$ cat src/hw/rv_pkg.sv
package rv_pkg;

    // datapath widths
    localparam int xlen       = 32;
    localparam int reg_addr_w = 5;
    localparam int num_regs   = 32;

    // funct7 values seen by the kept instructions
    localparam logic [6:0] f7_base = 7'b0000000;
    localparam logic [6:0] f7_alt  = 7'b0100000; // sub, sra, srai

    typedef logic [xlen-1:0]       word_t;
    typedef logic [reg_addr_w-1:0] reg_addr_t;

    // major opcodes, instr[6:0]
    typedef enum logic [6:0] {
        op_imm = 7'b0010011,
        op_reg = 7'b0110011,
        op_lui = 7'b0110111
    } opcode_t;

    typedef enum logic [3:0] {
        alu_add  = 4'd0,
        alu_sub  = 4'd1,
        alu_sll  = 4'd2,
        alu_slt  = 4'd3,
        alu_sltu = 4'd4,
        alu_xor  = 4'd5,
        alu_srl  = 4'd6,
        alu_sra  = 4'd7,
        alu_or   = 4'd8,
        alu_and  = 4'd9,
        alu_pass = 4'd10 // b straight through, lui
    } alu_op_t;

endpackage

$ cat src/hw/decode_if.sv
`timescale 1ns/1ns

// one decoded instruction, decoder to execute stage
interface decode_if import rv_pkg::*; ();

    logic      valid;   // fields below only meaningful with valid
    alu_op_t   alu_op;
    reg_addr_t rs1;
    reg_addr_t rs2;
    reg_addr_t rd;
    word_t     imm;
    logic      use_imm; // imm replaces rs2 as operand b

    modport src (
        output valid, alu_op, rs1, rs2, rd, imm, use_imm
    );

    modport dst (
        input valid, alu_op, rs1, rs2, rd, imm, use_imm
    );

endinterface

$ cat src/hw/reg_file.sv
`timescale 1ns/1ns

module reg_file import rv_pkg::*; (
    input  logic      clk,
    input  logic      reset,
    input  reg_addr_t rs1_addr,
    input  reg_addr_t rs2_addr,
    output word_t     rs1_data,
    output word_t     rs2_data,
    input  logic      we,
    input  reg_addr_t rd_addr,
    input  word_t     rd_data
);

    word_t regs [num_regs];

    // x0 is never written, so it stays at its reset value of zero
    always_ff @(posedge clk or negedge reset) begin
        if (!reset) begin
            for (int i = 0; i < num_regs; i++) begin
                regs[i] <= '0;
            end
        end else if (we && rd_addr != '0) begin
            regs[rd_addr] <= rd_data;
        end
    end

    // async read
    assign rs1_data = regs[rs1_addr];
    assign rs2_data = regs[rs2_addr];

endmodule

$ cat src/hw/rv_alu.sv
`timescale 1ns/1ns

module rv_alu import rv_pkg::*; (
    input  word_t   a,
    input  word_t   b,
    input  alu_op_t op,
    output word_t   result
);

    logic [4:0] shamt;
    logic       lt_signed;
    logic       lt_unsigned;

    assign shamt = b[4:0]; // upper bits ignored

    assign lt_signed   = $signed(a) < $signed(b);
    assign lt_unsigned = a < b;

    always_comb begin
        case (op)
            alu_add:  result = a + b;
            alu_sub:  result = a - b;
            alu_sll:  result = a << shamt;
            alu_slt:  result = {{(xlen-1){1'b0}}, lt_signed};
            alu_sltu: result = {{(xlen-1){1'b0}}, lt_unsigned};
            alu_xor:  result = a ^ b;
            alu_srl:  result = a >> shamt;
            alu_sra:  result = $signed(a) >>> shamt; // sign fill
            alu_or:   result = a | b;
            alu_and:  result = a & b;
            alu_pass: result = b;
            default:  result = '0;
        endcase
    end

endmodule

$ cat src/hw/rv_core.sv
`timescale 1ns/1ns

module rv_core import rv_pkg::*; (
    input  logic      clk,
    input  logic      reset,
    input  logic      instr_valid,
    input  word_t     instr,
    output logic      wb_valid,
    output reg_addr_t wb_rd,
    output word_t     wb_data
);

    // decoded instruction, one stage deep
    decode_if dec_bus ();

    rv_decoder rv_decoder_inst (
        .clk         (clk),
        .reset       (reset),
        .instr_valid (instr_valid),
        .instr       (instr),
        .dec         (dec_bus.src)
    );

    // reg read, alu, write-back
    rv_execute rv_execute_inst (
        .clk      (clk),
        .reset    (reset),
        .dec      (dec_bus.dst),
        .wb_valid (wb_valid),
        .wb_rd    (wb_rd),
        .wb_data  (wb_data)
    );

endmodule

$ cat src/hw/rv_decoder.sv
`timescale 1ns/1ns

module rv_decoder import rv_pkg::*; (
    input  logic  clk,
    input  logic  reset,
    input  logic  instr_valid,
    input  word_t instr,
    decode_if.src dec
);

    opcode_t   opcode;
    logic [2:0] funct3;
    logic [6:0] funct7;
    reg_addr_t rs1;
    reg_addr_t rs2;
    reg_addr_t rd;
    word_t     imm_i;
    word_t     imm_u;

    alu_op_t   op_sel;
    logic      use_imm;
    word_t     imm;
    logic      legal;

    // field split
    assign opcode = opcode_t'(instr[6:0]);
    assign funct3 = instr[14:12];
    assign funct7 = instr[31:25];
    assign rs1    = instr[19:15];
    assign rs2    = instr[24:20];
    assign rd     = instr[11:7];

    assign imm_i = {{20{instr[31]}}, instr[31:20]};
    assign imm_u = {instr[31:12], 12'd0};

    // control table
    always_comb begin
        legal   = 1'b1;
        op_sel  = alu_add;
        use_imm = 1'b1;
        imm     = imm_i;

        case (opcode)
            op_reg: begin
                use_imm = 1'b0;
                // alt funct7 only valid for sub and sra
                legal = (funct7 == f7_base) ||
                        (funct7 == f7_alt && (funct3 == 3'b000 || funct3 == 3'b101));
                case (funct3)
                    3'b000:  op_sel = (funct7 == f7_alt) ? alu_sub : alu_add;
                    3'b001:  op_sel = alu_sll;
                    3'b010:  op_sel = alu_slt;
                    3'b011:  op_sel = alu_sltu;
                    3'b100:  op_sel = alu_xor;
                    3'b101:  op_sel = (funct7 == f7_alt) ? alu_sra : alu_srl;
                    3'b110:  op_sel = alu_or;
                    default: op_sel = alu_and;
                endcase
            end

            op_imm: begin
                case (funct3)
                    3'b000: op_sel = alu_add;
                    3'b001: begin
                        op_sel = alu_sll;
                        legal  = (funct7 == f7_base);
                    end
                    3'b010: op_sel = alu_slt;
                    3'b011: op_sel = alu_sltu;
                    3'b100: op_sel = alu_xor;
                    3'b101: begin
                        // shamt sits in imm[4:0], funct7 picks the flavour
                        op_sel = (funct7 == f7_alt) ? alu_sra : alu_srl;
                        legal  = (funct7 == f7_base) || (funct7 == f7_alt);
                    end
                    3'b110:  op_sel = alu_or;
                    default: op_sel = alu_and;
                endcase
            end

            op_lui: begin
                op_sel = alu_pass;
                imm    = imm_u;
            end

            default: begin
                legal = 1'b0; // unknown opcode, dropped
            end
        endcase
    end

    always_ff @(posedge clk or negedge reset) begin
        if (!reset) begin
            dec.valid <= 1'b0;
        end else begin
            dec.valid <= instr_valid && legal;
        end
    end

    always_ff @(posedge clk) begin
        if (instr_valid) begin
            dec.alu_op  <= op_sel;
            dec.rs1     <= rs1;
            dec.rs2     <= rs2;
            dec.rd      <= rd;
            dec.imm     <= imm;
            dec.use_imm <= use_imm;
        end
    end

endmodule

$ cat src/hw/rv_execute.sv
`timescale 1ns/1ns

module rv_execute import rv_pkg::*; (
    input  logic      clk,
    input  logic      reset,
    decode_if.dst     dec,
    output logic      wb_valid,
    output reg_addr_t wb_rd,
    output word_t     wb_data
);

    logic      ex_valid;
    alu_op_t   ex_op;
    reg_addr_t ex_rs1;
    reg_addr_t ex_rs2;
    reg_addr_t ex_rd;
    word_t     ex_imm;
    logic      ex_use_imm;

    word_t     rs1_data;
    word_t     rs2_data;
    word_t     operand_b;
    word_t     alu_result;

    // capture the decoded instruction
    always_ff @(posedge clk or negedge reset) begin
        if (!reset) begin
            ex_valid <= 1'b0;
            wb_valid <= 1'b0;
        end else begin
            ex_valid <= dec.valid;
            wb_valid <= ex_valid; // strobe rises with the reg write
        end
    end

    always_ff @(posedge clk) begin
        if (dec.valid) begin
            ex_op      <= dec.alu_op;
            ex_rs1     <= dec.rs1;
            ex_rs2     <= dec.rs2;
            ex_rd      <= dec.rd;
            ex_imm     <= dec.imm;
            ex_use_imm <= dec.use_imm;
        end
        if (ex_valid) begin
            wb_rd   <= ex_rd;
            wb_data <= alu_result;
        end
    end

    // read happens a cycle after capture, so a write from the
    // previous instruction has already landed, no forwarding needed
    reg_file reg_file_inst (
        .clk      (clk),
        .reset    (reset),
        .rs1_addr (ex_rs1),
        .rs2_addr (ex_rs2),
        .rs1_data (rs1_data),
        .rs2_data (rs2_data),
        .we       (ex_valid),
        .rd_addr  (ex_rd),
        .rd_data  (alu_result)
    );

    assign operand_b = ex_use_imm ? ex_imm : rs2_data;

    rv_alu rv_alu_inst (
        .a      (rs1_data),
        .b      (operand_b),
        .op     (ex_op),
        .result (alu_result)
    );

endmodule

$ cat config.mk
export PLATFORM = sky130hd
export DESIGN_NAME = rv_core
export DESIGN_NICKNAME = d
export VERILOG_FILES = /design/src/hw/rv_pkg.sv /design/src/hw/decode_if.sv /design/src/hw/reg_file.sv /design/src/hw/rv_alu.sv /design/src/hw/rv_core.sv /design/src/hw/rv_decoder.sv /design/src/hw/rv_execute.sv
export SDC_FILE = /design/constraint.sdc
export NUM_CORES = 2
export LEC_CHECK = 0
export BUFFER_PORTS_ARGS = -buffer_cell sky130_fd_sc_hd__buf_2
export CORE_MARGIN = 10
export CORE_UTILIZATION = 45
export DETAILED_ROUTE_END_ITERATION = 10
export GPL_TIMING_DRIVEN = 1
export SLEW_MARGIN = 20
export SYNTH_ARGS = -nofsm -noshare
export SYNTH_HDL_FRONTEND = slang
export SYNTH_SLANG_ARGS = --single-unit
$ cat constraint.sdc
create_clock -name clk -period 7.1 [get_ports clk]
set_input_delay 0.71 -clock clk [delete_from_list [all_inputs] [get_ports clk]]
set_output_delay 0.71 -clock clk [all_outputs]
set_load 0.03 [all_outputs]
==> results by group <==
Synthesis
  – Ys flop type: sky130_fd_sc_hd__dfrtp_1
  – Post-synthesis async set-or-reset flop share: 87.9%
  – Synth area leader: sky130_fd_sc_hd__dfrtp_1
  – Most numerous cell in the Yosys netlist: sky130_fd_sc_hd__dfrtp_1
  – Count of state elements after synthesis: between 1000 and 1500
  – Largest family of logic cells by synthesized area: multiplexers
  – Synthesized netlist net count: 6738
  – Post-Syn Instances: 6601
  – Post-synthesis sequential area ratio: 44.4%
  – Compound-cell area share of the yosys netlist: between 10% and 20%
  – Synthesized-area fraction occupied by and/or/nand/nor cells: about a tenth
  – Cell types occupying the most area after synthesis: sky130_fd_sc_hd__dfrtp_1 (38%), sky130_fd_sc_hd__mux4_2 (11%), sky130_fd_sc_hd__mux2i_1 (8.8%), sky130_fd_sc_hd__edfxtp_1 (6.3%), sky130_fd_sc_hd__o21ai_0 (5.6%)
  – Count of distinct cell types in the synthesized netlist: 107
  – Synth cell count leaders: sky130_fd_sc_hd__dfrtp_1 (1027), sky130_fd_sc_hd__nand2_1 (900), sky130_fd_sc_hd__o21ai_0 (759)
  – Post-Synth Adder-Cell Area: 1.91%
  – Portion of netlist area occupied by mux cells: about a fifth
  – Mean Syn Cell Area: 10.2 sq um
  – Number of enable-type register cells in the synthesized netlist: 141
  – Count of synthesis-stage warnings from yosys: 0
  – Top-area cell type share of the netlist area: 38.1%
  – Synthesized area: 67500 sq um
  – XOR/XNOR Fraction of Synth Area: less than 1%

Timing
  – Final critical-path required period: 6830 ps
  – Ratio of final minimum period to clock period: 96.2%
  – Total count of max-transition violations in the final report: 0
  – Relative max-transition margin: 18.1%
  – Final setup vio count: 0
  – Sum of negative setup slack: 0 ps
  – Max Freq: 146 MHz
  – Worst-case clock skew: ~36 ps
  – Fin Hold WS: 69.2 ps
  – Final Hold Violating Endpoints: 0
  – Setup repair after global routing missed its margin: no
  – Slew at the pin closest to its max-slew limit: ~1200 ps

Critical path
  – Critical path launch point type: register
  – Family of cells with the greatest summed delay on the critical path: compound AO/OA/AOI/OAI gates
  – Critical path data required time: 7740 ps
  – Worst-path cell with the longest stage delay: sky130_fd_sc_hd__mux4_2
  – Internal reg-to-reg setup slack: around 270 ps
  – Highest fanout seen on the critical path: 32
  – CP Buf/Inv Count: 8
  – Type of the setup path with the least slack: register to register
  – Arrival time at the worst endpoint: ~7500 ps
  – Slowest stage delay, CP: about 530 ps
  – Critical Path Most Common Cell: sky130_fd_sc_hd__buf_4
  – Crit path capture type: register

CTS
  – Clock sink count: 1168
  – Maximum count of clock buffers along a single path: 3
  – Level count of the clock H-tree: 4
  – Post-CTS setup buffer count: 0
  – Number of buffers created by CTS: 131
  – Worst skew pair latency: 820 ps
  – Clock tree from TritonCTS: done
  – Root buf cell: sky130_fd_sc_hd__clkbuf_16
  – Clock transition time at the flip-flop clock pins of the worst setup and hold paths: 60 ps

Flow run
  – Maxcap violations: 0

Floorplan
  – Overall die width: approximately 400 microns
  – Initial core utilization: 45.2%
  – Count of boundary I/O pins: 73
  – Chip height: 407 microns
  – Standard-cell row count: 142
  – Area of the die: 166000 sq um
  – CORE AREA: 149000 sq um

Power
  – Maximum VDD drop: 0.183 mV
  – Power per unit of standard cell area: 191 nW/um^2
  – LEAKAGE: 33.1 nW

Routing
  – Routed length per instance: 31.2 microns
  – Routed vias/inst: around 6.5
  – First-pass DRT Iterations: 7
  – Final Routed Wirelength: around 270000 microns
  – Number of vias in the routed layout: 56400
  – Iteration-0 DRC count of the detailed router: 7096
  – Final ANT Viol Nets: 0
  – DRC errors left: 0

Global routing
  – Global-route congestion overflow total: 0
  – Global router's overall resource usage: 31.6%
  – Wire length of the first global-routing pass: roughly 390000 microns
  – Largest net degree at the start of global routing: 185
  – Number of antenna violations at the first check in global routing: 15
  – Via count of the first global-routing pass: between 50000 and 60000

Placed design
  – HPWL Detailed: 182000 microns
  – GPL Wtd Cong: 1.02
  – Number of cells in the design after placement: 8450
  – Number of buffers added on ports: 72
  – Post-placement cell area: 71600 sq um

Finish
  – Final standard cell area without fillers: 76100 sq um
  – Final net count: 6705
  – Layout Area Growth over Synthesis: 12.7%
  – Count of placed standard cells in the final layout, fillers left out: 8689
  – Core Util, Final: between 50% and 60%
  – Share of final-layout standard cells stronger than drive strength 1: 18.0%

Outcome
  – Status: finished clean

Hold path
  – Worst min-delay path class: input pin to register
[cells in the final DEF, fill, tap and decap left out, drive strengths merged, types with 128 or more instances in the layout]
cell type	netlist	final
a21oi	393	393
a22oi	212	212
buf	202	462
clkbuf	427	182
dfrtp	1027	1027
edfxtp	141	141
inv	122	131
mux2i	591	591
mux4	325	325
nand2	900	900
nand3	128	128
nor2	418	418
o21ai	775	775
[cell type report]
cell class	instances	area (sq um)
Fill cell	13600	73300
Multi-Input combinational cell	4680	34600
Sequential cell	1168	29900
Timing Repair Buffer	463	4110
Clock buffer	182	3650
Tap cell	2016	2520
Clock inverter	55	793
Inverter	124	465
Antenna cell	1	2.50
[final timing paths]
kind,to,cells after the start,from
max in group asynchronous,rv_execute_inst.reg_file_inst.regs[664]$_DFFE_PN0P_,4,reset
worst max-delay path,rv_execute_inst.reg_file_inst.regs[954]$_DFFE_PN0P_,25,rv_execute_inst.ex_rs2[0]$_DFFE_PP_
worst max register to register,rv_execute_inst.reg_file_inst.regs[954]$_DFFE_PN0P_,25,rv_execute_inst.ex_rs2[0]$_DFFE_PP_
worst min-delay path,rv_decoder_inst.dec.rd[4]$_DFFE_PP_,1,instr[11]
min in group asynchronous,rv_decoder_inst.dec.valid$_DFF_PN0_,2,reset
worst min register to register,rv_execute_inst.reg_file_inst.regs[1002]$_DFFE_PN0P_,0,rv_execute_inst.reg_file_inst.regs[1002]$_DFFE_PN0P_
[registers in the layout, summed over array words and instances, names as in the netlist, 4 cells and up]
| name | count |
|---|---|
| rv_decoder_inst.dec.rd | 5 |
| rv_execute_inst.wb_data | 32 |
| rv_execute_inst.ex_op | 4 |
| rv_execute_inst.wb_rd | 5 |
| rv_execute_inst.ex_rs2 | 5 |
| rv_execute_inst.ex_rs1 | 5 |
| rv_decoder_inst.dec.rs1 | 5 |
| rv_decoder_inst.dec.alu_op | 4 |
| rv_execute_inst.reg_file_inst.regs | 1024 |
| rv_execute_inst.ex_imm | 32 |
| rv_decoder_inst.dec.imm | 32 |
| rv_decoder_inst.dec.rs2 | 5 |
| rv_execute_inst.ex_rd | 5 |
[metal layers]
metal  up-vias  share of wire, %  track usage, %
met1     28300                40            41.8
met2      3076                44            48.0
li1      24200                 -               -
met4        22               6.1            16.6
met3       753               9.6            7.82
met5         -             0.053               0
[metrics by stage]
step	worst slack, ps	power (W)
2_1_floorplan	656	0.00721
3_3_place_gp	131	0.00754
3_5_place_dp	171	0.00755
4_1_cts	102	0.0146
5_1_grt	20.5	0.0150
6_report	271	0.0145
[repair_timing]
item	in CTS	in global routing
hold buffers	1	0
endpoints found under the hold margin	3	0
setup endpoints to repair	0	81
gates resized for setup	0	3
[report_power, final]
group	leakage, nW	switching (W)	internal (W)
combinational	15.3	0.000399	0.000161
sequential	15.6	0.0000431	0.00683
clock	2.15	0.00300	0.00412
total	33.1	0.00344	0.0111
[kinds of logic (layout without fill, tap and decap cells)]
| group | Yosys count | after routing |
|---|---|---|
| xor gates and xnor gates | 10 | 10 |
| AOI/OAI and AO/OA | 1879 | 1879 |
| other | 0 | 1 |
| muxes | 1016 | 1016 |
| DFF | 1168 | 1168 |
| buffers and inverters | 753 | 824 |
| and+or+nand+nor | 1673 | 1673 |
| adders and majority gates | 102 | 102 |
Note: power is estimated with default switching activity, not from simulation.
